$ cat config.mk
export PLATFORM = sky130hd
export DESIGN_NAME = register_link
export DESIGN_NICKNAME = d
export VERILOG_FILES = /design/src/source/link_pkg.sv /design/src/source/regfile_pkg.sv /design/src/source/link_decoder.sv /design/src/source/register_block.sv /design/src/source/register_link.sv /design/src/source/reply_builder.sv
export SDC_FILE = /design/constraint.sdc
export NUM_CORES = 1
export LEC_CHECK = 0
export BUFFER_PORTS_ARGS = -buffer_cell sky130_fd_sc_hd__buf_4
export CORE_MARGIN = 2
export CORE_UTILIZATION = 62
export DETAILED_ROUTE_END_ITERATION = 12
export PLACE_DENSITY_LB_ADDON = 0.25
export SLEW_MARGIN = 0
export SYNTH_ARGS = -nofsm -noshare
export SYNTH_HDL_FRONTEND = slang
export SYNTH_SLANG_ARGS = --single-unit
$ cat constraint.sdc
create_clock -name clk -period 2.9 [get_ports clk]
set_input_delay 0 -clock clk [delete_from_list [all_inputs] [get_ports clk]]
set_output_delay 0 -clock clk [all_outputs]
set_load 0.01 [all_outputs]
$ cat src/source/link_pkg.sv
package link_pkg;

	localparam int WORD_W = 32; // one word on the master link
	localparam int OP_W = 4;    // opcode field at the top of a header

	// opcodes carried in the top nibble of a header word
	typedef enum logic [OP_W-1:0] {
		OP_NOP    = 4'd0,
		OP_SELECT = 4'd1, // payload is the register number
		OP_WRITE  = 4'd2, // payload is the write data
		OP_READ   = 4'd3  // no payload
	} op_t;
	// any other opcode value is answered with an error reply

	// header layout
	typedef struct packed {
		op_t                   op;
		logic [WORD_W-OP_W-1:0] rsvd; // ignored
	} cmd_hdr_t;

	// the same incoming word read as a header or as a payload,
	// depending on where the decoder is in the command
	typedef union packed {
		cmd_hdr_t          hdr;
		logic [WORD_W-1:0] raw;
	} link_word_u;

	// outgoing reply word, one per read or bad opcode
	typedef struct packed {
		logic              valid; // single cycle strobe
		logic              error; // illegal register number or bad opcode
		logic [WORD_W-1:0] data;  // zero when error is set
	} reply_t;

endpackage

$ cat src/source/regfile_pkg.sv
package regfile_pkg;

	localparam int NUM_REGS = 16;
	localparam int REG_W = 32;
	localparam int IDX_W = 4; // index bits, everything above must be zero

	// strobes from the decoder, at most one high per cycle
	typedef struct packed {
		logic             reg_num_le; // load register number from data
		logic             wr_en;      // write data to selected register
		logic             rd_en;      // read selected register
		logic [REG_W-1:0] data;
	} reg_ctl_t;

	// registered read-back, one cycle after rd_en
	typedef struct packed {
		logic             valid;
		logic             illegal; // number was illegal when the read happened
		logic [REG_W-1:0] data;
	} rdbk_t;

endpackage

$ cat src/source/link_decoder.sv
`timescale 1ns/1ps

module link_decoder (
	input  logic                        clk,
	input  logic                        reset,
	input  logic [link_pkg::WORD_W-1:0] rx_data,
	input  logic                        rx_valid,
	output regfile_pkg::reg_ctl_t       reg_ctl,
	output logic                        bad_op
);

	typedef enum logic {
		ST_HDR,     // next word is a header
		ST_PAYLOAD  // next word belongs to pend_op
	} state_t;

	state_t state;
	link_pkg::op_t pend_op; // select or write waiting for its payload
	link_pkg::link_word_u word;

	logic num_le_q;
	logic wr_en_q;
	logic rd_en_q;
	logic bad_op_q;
	logic [regfile_pkg::REG_W-1:0] data_q;

	assign word = rx_data;

	always_ff @(posedge clk) begin
		if (reset) begin
			state <= ST_HDR;
			pend_op <= link_pkg::OP_NOP;
			num_le_q <= 1'b0;
			wr_en_q <= 1'b0;
			rd_en_q <= 1'b0;
			bad_op_q <= 1'b0;
		end else begin
			// strobes last one cycle
			num_le_q <= 1'b0;
			wr_en_q <= 1'b0;
			rd_en_q <= 1'b0;
			bad_op_q <= 1'b0;
			if (rx_valid) begin
				case (state)
					ST_HDR: begin
						case (word.hdr.op)
							link_pkg::OP_NOP: begin
							end
							link_pkg::OP_SELECT, link_pkg::OP_WRITE: begin
								pend_op <= word.hdr.op;
								state <= ST_PAYLOAD;
							end
							link_pkg::OP_READ: rd_en_q <= 1'b1;
							default: bad_op_q <= 1'b1; // unknown opcode
						endcase
					end
					ST_PAYLOAD: begin
						if (pend_op == link_pkg::OP_SELECT)
							num_le_q <= 1'b1;
						else
							wr_en_q <= 1'b1;
						state <= ST_HDR;
					end
					default: state <= ST_HDR;
				endcase
			end
		end
	end

	// payload word, only meaningful with num_le or wr_en
	always_ff @(posedge clk) begin
		if (rx_valid && state == ST_PAYLOAD)
			data_q <= word.raw;
	end

	assign reg_ctl = '{reg_num_le: num_le_q, wr_en: wr_en_q, rd_en: rd_en_q, data: data_q};
	assign bad_op = bad_op_q;

	// the register block relies on seeing one command per cycle
	a_one_strobe: assert property (@(posedge clk) disable iff (reset)
		$onehot0({reg_ctl.reg_num_le, reg_ctl.wr_en, reg_ctl.rd_en}));

endmodule

$ cat src/source/register_block.sv
`timescale 1ns/1ps

module register_block (
	input  logic                  clk,
	input  logic                  reset,
	input  regfile_pkg::reg_ctl_t reg_ctl,
	output regfile_pkg::rdbk_t    rdbk,
	output logic                  illegal_reg_num
);

	// full 32-bit number as sent, only the low bits index the array
	logic [regfile_pkg::REG_W-1:0] reg_num;
	logic [regfile_pkg::IDX_W-1:0] idx;

	logic [regfile_pkg::REG_W-1:0] regs [regfile_pkg::NUM_REGS];

	logic rdbk_valid;
	logic rdbk_illegal;
	logic [regfile_pkg::REG_W-1:0] rdbk_data;

	always_ff @(posedge clk) begin
		if (reset)
			reg_num <= '0;
		else if (reg_ctl.reg_num_le)
			reg_num <= reg_ctl.data;
	end

	assign idx = reg_num[regfile_pkg::IDX_W-1:0];
	assign illegal_reg_num = |reg_num[regfile_pkg::REG_W-1:regfile_pkg::IDX_W];

	// writes are dropped while the number is out of range
	always_ff @(posedge clk) begin
		if (reset) begin
			for (int i = 0; i < regfile_pkg::NUM_REGS; i++)
				regs[i] <= '0;
		end else if (reg_ctl.wr_en && !illegal_reg_num) begin
			regs[idx] <= reg_ctl.data;
		end
	end

	always_ff @(posedge clk) begin
		if (reset)
			rdbk_valid <= 1'b0;
		else
			rdbk_valid <= reg_ctl.rd_en;
	end

	always_ff @(posedge clk) begin
		if (reg_ctl.rd_en) begin
			rdbk_illegal <= illegal_reg_num;
			rdbk_data <= illegal_reg_num ? '0 : regs[idx]; // zero on bad number
		end
	end

	assign rdbk = '{valid: rdbk_valid, illegal: rdbk_illegal, data: rdbk_data};

	// read-back latency is fixed at one cycle, the reply timing depends on it
	a_rdbk_latency: assert property (@(posedge clk) disable iff (reset)
		rdbk.valid == $past(reg_ctl.rd_en));

endmodule

$ cat src/source/register_link.sv
`timescale 1ns/1ps

module register_link (
	input  logic                        clk,
	input  logic                        reset,
	input  logic [link_pkg::WORD_W-1:0] rx_data,  // word from the master
	input  logic                        rx_valid,
	output link_pkg::reply_t            tx,       // reply to the master
	output logic                        illegal_reg_num
);

	regfile_pkg::reg_ctl_t reg_ctl;
	regfile_pkg::rdbk_t rdbk;
	logic bad_op;

	// header and payload decode
	link_decoder u_decoder (
		.clk     (clk),
		.reset   (reset),
		.rx_data (rx_data),
		.rx_valid(rx_valid),
		.reg_ctl (reg_ctl),
		.bad_op  (bad_op)
	);

	register_block u_regs (
		.clk            (clk),
		.reset          (reset),
		.reg_ctl        (reg_ctl),
		.rdbk           (rdbk),
		.illegal_reg_num(illegal_reg_num)
	);

	// one reply per read or bad opcode, three cycles after the header
	reply_builder u_reply (
		.clk   (clk),
		.reset (reset),
		.rdbk  (rdbk),
		.bad_op(bad_op),
		.tx    (tx)
	);

endmodule

$ cat src/source/reply_builder.sv
`timescale 1ns/1ps

module reply_builder (
	input  logic               clk,
	input  logic               reset,
	input  regfile_pkg::rdbk_t rdbk,
	input  logic               bad_op,
	output link_pkg::reply_t   tx
);

	logic bad_op_d; // lines bad_op up with rdbk.valid
	logic tx_valid;
	logic tx_error;
	logic [link_pkg::WORD_W-1:0] tx_data;

	always_ff @(posedge clk) begin
		if (reset) begin
			bad_op_d <= 1'b0;
			tx_valid <= 1'b0;
			tx_error <= 1'b0;
		end else begin
			bad_op_d <= bad_op;
			tx_valid <= rdbk.valid | bad_op_d;
			if (rdbk.valid)
				tx_error <= rdbk.illegal;
			else
				tx_error <= bad_op_d;
		end
	end

	always_ff @(posedge clk) begin
		if (rdbk.valid)
			tx_data <= rdbk.data; // already zero for an illegal number
		else if (bad_op_d)
			tx_data <= '0; // bad opcode carries no data
	end

	assign tx = '{valid: tx_valid, error: tx_error, data: tx_data};

	a_err_no_data: assert property (@(posedge clk) disable iff (reset)
		tx.error |-> tx.data == '0);

	// decoder issues one command per cycle, so these two never meet
	a_no_collision: assert property (@(posedge clk) disable iff (reset)
		!(rdbk.valid && bad_op_d));

endmodule
[After elaboration in Yosys (flattened, before gate mapping)]
Memory sizes are Yosys's and may differ from the RTL's. A register that Yosys moved wholly into a read port is not among the register bits.
Cells that the tools add are included.
Operators by class
  bitwise logic cells: 3
  reduce and logical (&&, ||, !) cells: 12
  equality and inequality tests: 4
  mux-type cells: 17
Operators with widths (number)
  $mux 32: 3
  $reduce_or 32->1: 1
  $reduce_or 28->1: 1
  $mux 1: 12
  $eq 4x1->1 const B: 2
  $eq 4x2->1 const B: 2
  $reduce_or 3->1: 2
  $logic_not 4->1: 1
  $mux 4: 1
  $reduce_or 4->1: 1
  $reduce_and 3->1: 1
  $logic_and 1x1->1: 2
  $not 1->1: 2
  $pmux 1 s2: 1
  $reduce_bool 2->1: 1
  $reduce_or 2->1: 1
  $logic_not 1->1: 1
  $or 1x1->1: 1
Word-level totals
  word-level logic and storage cells: 51
  flip-flop bits (word level): 110
  input bits: 35
  bits in writable memories: 512
  memories kept: 1
  output and inout bits: 35
Memory list
  u_regs.regs: words 16, width 32, rd ports 1, clocked after Yosys merged registers in 1, wr ports 16, line register_block.sv:15  | logic [regfile_pkg::REG_W-1:0] regs [regfile_pkg::NUM_REGS];

[Depth between registers and ports, before layout]
Gate-level depths: netlist (run 1).
  word-level depth: 8
  mapped depth: 8
  gate-level depth less buffers: 5

[Modules after synthesis]
Synthesis (run 1) repeated with hierarchy kept, for this count alone.
Unflattened totals
  cells, all modules: 1798
  area total of the unflattened synthesis: 27385.0 µm²
Modules (own cells, without submodules)
  register_block: area an instance 24793.8 µm², times used 1, sequential area each 17026.3 µm², cells each 1656
  link_decoder: area an instance 1307.5 µm², times used 1, sequential area each 1141.1 µm², cells each 65
  reply_builder: area an instance 1283.7 µm², times used 1, sequential area each 1021.0 µm², cells each 77

[Least setup slack after synthesis (run 1)]
No wires, ideal clock.
  path type: reg-to-reg
  from: reg u_regs.reg_num[6] (netlist bit)
  to: mem u_regs.regs[5][0] (netlist bit) (enable)
  setup time: 0.390 ns
  period minus slack after synthesis: 2.446 ns
  cell stages (with the launch flop): 8
  required time: 2.510 ns
  data arrival time: 2.056 ns
  setup slack: 0.454 ns
  path buffers: 3
  path through: dfxtp_1 -> nor4_1 -> and4_1 -> buf_4 -> and2_4 -> buf_6 -> buf_6 -> a41o_1
RTL lines
  from (decl): line register_block.sv:12  | logic [regfile_pkg::REG_W-1:0] reg_num;
  from (signal assigned): line register_block.sv:25  | reg_num <= reg_ctl.data;
  to (decl): line register_block.sv:15

[Worst setup path after layout (run 1)]
  from: reg u_regs.reg_num[25] (netlist bit)
  to: out illegal_reg_num
Between the ends
  cells in the longest elaborated chain, start to end: 1
RTL lines
  $reduce_or 28->1: line register_block.sv:29  | assign illegal_reg_num = |reg_num[regfile_pkg::REG_W-1:regfile_pkg::IDX_W];
  to (decl): line register_link.sv:9  | output logic illegal_reg_num
No other way between the ends.

==> results of run 1 <==
## where the power goes
part	internal, mW	switching [mW]	leakage (nW)
logic	0.225	0.342	2.56
registers	10.5	0.0967	6.57
clock network	4.93	3.50	1.03
total	15.7	3.94	10.2
## cell families (layout without fill, tap and decap cells)
| group | Yosys count | in the layout |
|---|---|---|
| muxes | 161 | 161 |
| and+or+nand+nor | 731 | 731 |
| xor gates and xnor gates | 1 | 1 |
| buffers and inverters | 138 | 329 |
| DFF | 654 | 654 |
| AOI/OAI and AO/OA | 114 | 114 |
## stage by stage
stage | area (sq um) | util, % | setup WS [ps]
2_1_floorplan | 27510 | - | 453.8
3_3_place_gp | 28820 | 65.46 | 562.9
3_5_place_dp | 28820 | 65.46 | 617.3
4_1_cts | 31290 | 71.08 | 230.1
5_1_grt | 31290 | 71.08 | 137.4
6_report | 31290 | 71.08 | 168.1
## final timing paths
kind	depth (start not counted)	start	slack, ps	end
worst max-delay path	6	u_regs.reg_num[25]$_SDFFE_PP0P_	170	illegal_reg_num
worst min-delay path	2	rx_data[20]	130	u_decoder.data_q[20]$_DFFE_PP_
worst max register to register	6	u_regs.reg_num[25]$_SDFFE_PP0P_	510	u_regs.regs[0][8]$_SDFFCE_PN0P_
worst min register to register	1	u_decoder.bad_op$_SDFF_PP0_	450	u_reply.bad_op_d$_SDFF_PP0_
## cell usage after synthesis, drive strengths merged
cell type	count
edfxtp	609
nor2	554
mux4	128
buf	101
nand2	96
a22oi	64
dfxtp	45
and2	38
a21oi	33
mux2i	33
clkbuf	32
nand4	15
a41o	9
nor4	9
a31o	7
nor2b	6
inv	5
and3	3
and4	3
nor3	2
nor4b	2
a211oi	1
and2b	1
nand2b	1
nand3	1
xor2	1
## state kept, by name, summed over array words and instances (netlist names)
register	count
u_decoder.bad_op	1
u_decoder.data_q	32
u_decoder.num_le_q	1
u_decoder.pend_op	4
u_decoder.rd_en_q	1
u_decoder.state	1
u_decoder.wr_en_q	1
u_regs.rdbk_data	32
u_regs.rdbk_illegal	1
u_regs.rdbk_valid	1
u_regs.reg_num	32
u_regs.regs	512
u_reply.bad_op_d	1
u_reply.tx_data	32
u_reply.tx_error	1
u_reply.tx_valid	1
## final cells by class
cell class	instances	area [sq um]	area share [%]
clock buffer	94	1903	6.081
clock inverter	26	227.7	0.7277
inverter	5	18.77	0.05997
multi-input combinational	1007	7438	23.77
sequential	654	19200	61.35
tap	592	740.7	2.367
timing repair buffer	204	1767	5.645
## routing by layer
metal	vias to the layer above	global-route usage, %
li1	6949	-
met1	8439	41.88
met2	1240	53.73
met3	250	7.106
met4	0	15.74
met5	-	0
## what timing repair did
item | CTS | global route
hold endpoints to repair | 55 | 0
hold buffers | 34 | 0
setup buffers | 0 | 0
## placed cells by master (no fill, tap or decap), types with 12 or more instances in the layout
cell,count
dfxtp_1,41
buf_12,12
clkbuf_16,71
clkbuf_1,19
nand2_1,96
and2_1,36
buf_4,158
nor2_1,504
a22oi_1,60
mux4_2,128
edfxtp_1,609
dlygate4sd3_1,34
clkinv_1,13
a21oi_2,29
nor2_2,47
mux2i_1,33
==> results.py, run 1 <==
metrics = {
    "routing": {
        "maxUsedRoutingLayer": "met4",
        "first_pass_iters": 5,
        "routedWlPerCell_um": 28.44,
        "ant_nets": 0,
        "dr_wl_met2_um": 35750,
        "num_vias": 16880,
        "route.detailed.drc": 0,
        "viasPerCell": 6.537,
        "drt-met1-wl_um": 25260,
        "dr_wl_met3_um": 8827,
        "totalWireLength_um": 73430,
        "drt_iter0_drc": 2388,
    },
    "synth": {
        "synth_top_family_by_area": "simple AND/OR/NAND/NOR gates",
        "synthMuxAreaShare_pct": 11.68,
        "synth_area_leaders": "edfxtp_1 (66%), mux4_2 (10%), nor2_1 (6.9%)",
        "yosysTopAreaCell": "edfxtp_1",
        "ys_warn_count": 0,
        "synth_nets": 1834,
        "netlist.area_leader.share_pct": 66.48,
        "yosys.area_share.adder_pct": 0,
        "synth_seq_cells": 654,
        "syn_area_sq_mm": 0.02751,
        "ys_seq_area_share_pct": 69.76,
        "yosys.area_share.simple_pct": 11.75,
        "synth.distinct_cells": 38,
        "synth_compound_area_share_pct": 3.393,
        "syn_area_per_cell_sq_um": 15.29,
        "syn_inst": 1799,
        "synth-xor-area-share_pct": 0.03184,
    },
    "floorplan": {
        "die_width_um": 214.6,
        "initial_core_util_pct": 62.48,
        "core_area_sq_mm": 0.04403,
        "die_area_sq_mm": 0.04607,
        "rows": 77,
        "fp.dieH_um": 214.6,
        "io_pins": 70,
    },
    "worst_setup_path": {
        "worstPathMaxFanout": 17,
        "cp_slowest_cell": "nor4_1",
        "cpMostUsedCell": "buf_4",
        "crit_arrival_ps": 2730,
        "crit_required_ps": 2900,
        "crit_family": "simple AND/OR/NAND/NOR gates",
        "start_kind": "flip-flop",
        "crit_type": "reg2out",
        "cp_cell_sequence": "nor4_1 > and3_1 > and2_4 > inv_2 > buf_4 > buf_4",
        "critPathBufInv": 3,
        "endpoint_kind": "output pin",
        "slowest_delay_ps": 470,
    },
    "min_path": {
        "hold_class": "in2reg",
    },
    "global_routing": {
        "antenna_found_initial": 0,
        "grt_first_pass_wirelength_um": 108300,
        "gr-total-overflow": 0,
        "grt_pass1_vias": 17120,
        "grt_max_degree": 36,
        "grt_util_all_layers_pct": 32.66,
    },
    "timing": {
        "setup_viol": 0,
        "rsz0062_at_grt": "no",
        "period_minus_slack_ps": 2732,
        "fin_tns_setup_ps": 0,
        "hold_viol": 0,
        "max-slew-margin-rel_pct": 51.45,
        "min_period_over_period_pct": 94.20,
        "worst-slew-pin-transition_ps": 726.5,
        "skew_ps": 24.48,
        "hold_slack_ps": 126.8,
        "fmax_mhz": 366.1,
        "final_max_slew_viol_count": 0,
    },
    "finish": {
        "layout-drive-gt1-share_pct": 25.53,
        "nets": 1974,
        "antenna_cells": 0,
        "area_growth_syn_to_layout_pct": 13.76,
        "instances_no_fill": 2582,
        "fillers": 2797,
    },
    "outcome": {
        "status": "finished clean",
    },
    "clock_tree": {
        "clk_latency_ps": 590,
        "clock_sinks": 654,
        "path_clk_slew_ps": 60,
        "clock_tree.root_cell": "clkbuf_16",
        "cts_made_buffers": 67,
        "cts_tree": "yes",
        "cts_resized": 0,
        "cts_buffer_depth": 3,
        "cts_max_level": 3,
    },
    "placement": {
        "dpl.hpwl_um": 45230,
        "gp_congestion": 0.8445,
        "io_buffers": 69,
        "dp_cells": 2428,
    },
    "power_and_ir_drop": {
        "p_total_mw": 19.63,
        "p_per_area_mw_per_mm2": 627.4,
        "leakage_nw": 10.16,
        "irDropWorstVdd_mv": 0.5170,
    },
    "flow_run": {
        "maxCapViolCount": 0,
    },
}
No activity file was read; power rests on OpenSTA's default activity.
==> inputs of run 2 (changes only) <==
--- a/config.mk
+++ b/config.mk
@@ -7,7 +7,7 @@
 export LEC_CHECK = 0
 export BUFFER_PORTS_ARGS = -buffer_cell sky130_fd_sc_hd__buf_4
 export CORE_MARGIN = 2
-export CORE_UTILIZATION = 62
+export CORE_UTILIZATION = 45
 export DETAILED_ROUTE_END_ITERATION = 12
 export PLACE_DENSITY_LB_ADDON = 0.25
 export SLEW_MARGIN = 0
==> results.py, run 2 (synthesized netlist as in run 1, its figures left out) <==
metrics = {
    "outcome": {
        "status": "finished clean",
    },
    "clock_tree": {
        "cts_made_buffers": 69,
        "clk_latency_ps": 610,
        "clock_tree.root_cell": "clkbuf_16",
        "cts_tree": "yes",
        "cts_setup_buffers": 0,
        "cts_max_level": 3,
        "clock_sinks": 654,
        "path_clk_slew_ps": 60,
        "cts_buffer_depth": 3,
    },
    "finish": {
        "layout_commonest_cell": "edfxtp_1",
        "antenna_cells": 0,
        "stdcell_area_sq_mm": 0.03176,
        "seqCellArea_sq_mm": 0.01920,
        "multi_input_area_sq_mm": 0.007445,
        "area_growth_syn_to_layout_pct": 15.45,
        "final_cell_mix": "edfxtp_1 (609), nor2_1 (504), buf_4 (138), mux4_2 (128), nand2_1 (96)",
        "fillers": 5008,
        "regMostFlops": "u_regs.regs",
        "layout-drive-gt1-share_pct": 25.62,
        "largest_reg_flops": 512,
        "nets": 1972,
    },
    "floorplan": {
        "rows": 90,
        "die_width_um": 251.2,
        "die_area_sq_mm": 0.06312,
        "core_area_sq_mm": 0.06036,
        "initial_core_util_pct": 45.57,
        "fp.dieH_um": 251.2,
        "io_pins": 70,
    },
    "routing": {
        "dr_wl_met3_um": 6462,
        "route.detailed.drc": 0,
        "viasPerCell": 5.868,
        "routedWlPerCell_um": 27.07,
        "dr_wl_met2_um": 36590,
        "ant_nets": 0,
        "first_pass_iters": 8,
        "totalWireLength_um": 75060,
        "drt-met1-wl_um": 29360,
        "drt_iter0_drc": 1876,
        "num_vias": 16270,
        "maxUsedRoutingLayer": "met4",
    },
    "placement": {
        "post-place-ws_ps": 95.88,
        "place_area_sq_mm": 0.02921,
        "io_buffers": 69,
        "dpl.hpwl_um": 46590,
        "gp_congestion": 0.8021,
    },
    "timing": {
        "hold_slack_ps": 111.0,
        "skew_ps": 28.63,
        "max-slew-margin-rel_pct": 49.82,
        "fin_tns_setup_ps": 0,
        "hold_viol": 0,
        "fmax_mhz": 348.0,
        "period_minus_slack_ps": 2874,
        "worst-slew-pin-transition_ps": 750.9,
        "final_max_slew_viol_count": 0,
        "min_period_over_period_pct": 99.10,
        "rsz0062_at_grt": "no",
        "setup_viol": 0,
        "setup_ws_ps": 26.19,
    },
    "worst_setup_path": {
        "reg2reg_from": "u_regs.reg_num[31]$_SDFFE_PP0P_",
        "crit_type": "reg2out",
        "r2r_setup_slack_ps": 130,
        "crit_arrival_ps": 2870,
        "start_kind": "flip-flop",
        "regToRegEndpoint": "u_regs.regs[10][4]$_SDFFCE_PN0P_",
        "worstPathMaxFanout": 17,
        "cp-endpoint": "illegal_reg_num",
        "endpoint_kind": "output pin",
        "crit_required_ps": 2900,
        "ff2ff_path_depth": 5,
        "crit_start": "u_regs.reg_num[31]$_SDFFE_PP0P_",
    },
    "min_path": {
        "hold_class": "in2reg",
    },
    "power_and_ir_drop": {
        "p_per_area_mw_per_mm2": 625.0,
        "p_total_mw": 19.85,
        "leakage_nw": 10.26,
        "irDropWorstVdd_mv": 0.4878,
    },
    "global_routing": {
        "grt_pass1_vias": 16450,
        "antenna_found_initial": 0,
        "grt_util_all_layers_pct": 24.11,
        "grt_max_degree": 67,
        "grt_first_pass_wirelength_um": 109500,
        "gr-total-overflow": 0,
    },
    "flow_run": {
        "maxCapViolCount": 0,
    },
}
==> run 2: cell count changes in the layout (fill, tap and decap cells not counted), sizes merged <==
cell / before / now
clkbuf: 94 / 98
buf: 170 / 165
clkinvlp: 2 / 0
inv: 5 / 7
dlygate4sd3: 34 / 35
clkinv: 20 / 21
==> run 2: worst min path at each step <==
stage / to / from / depth (start not counted) / slack, ps
6_report: u_decoder.data_q[5]$_DFFE_PP_ / rx_data[5] / 2 / 110
5_1_grt: u_decoder.data_q[15]$_DFFE_PP_ / rx_data[15] / 2 / 100
4_1_cts: u_decoder.data_q[5]$_DFFE_PP_ / rx_data[5] / 2 / 80
3_5_place_dp: u_decoder.data_q[17]$_DFFE_PP_ / rx_data[17] / 1 / 180
3_3_place_gp: u_decoder.data_q[19]$_DFFE_PP_ / rx_data[19] / 1 / 180
2_1_floorplan: u_decoder.pend_op[0]$_SDFFE_PP0P_ / rx_data[29] / 1 / 100
==> run 2: through the flow <==
stage          utilization (%)  instances
2_1_floorplan                -       1799
3_3_place_gp             48.40       2613
3_5_place_dp             48.40       2613
4_1_cts                  52.62       2773
5_1_grt                  52.62       2773
6_report                 52.62       2773
==> run 2: what timing repair did <==
item	4_1_cts	5_1_grt
setup endpoints to repair	1	0
hold buffers	35	0
resized for setup	1	0
hold endpoints to repair	55	0
==> run 2: layout make-up <==
class | count | share of cell area, %
sequential | 654 | 60.45
multi-input combinational | 1007 | 23.44
clock buffer | 98 | 6.103
timing repair buffer | 200 | 6.067
tap | 782 | 3.081
clock inverter | 27 | 0.7958
inverter | 5 | 0.05910
==> run 2: power breakdown <==
group / internal, mW / switching (mW) / leakage (nW)
Clock: 5.02 / 3.60 / 1.07
Combinational: 0.247 / 0.356 / 2.62
Sequential: 10.5 / 0.0848 / 6.57
Total: 15.8 / 4.04 / 10.3
==> run 2: critical path: stages, from the launching register on <==
cell     delay, ps
dfxtp_1        320
nor4_1         660
and4_1         480
and2_4         330
inv_2          240
buf_4          230
==> run 2: per-layer routing <==
metal | vias to the layer above | track usage (%)
met2 | 797 | 39.53
met1 | 8371 | 32.34
met3 | 141 | 4.152
li1 | 6962 | -
met5 | - | 0
met4 | 0 | 9.337
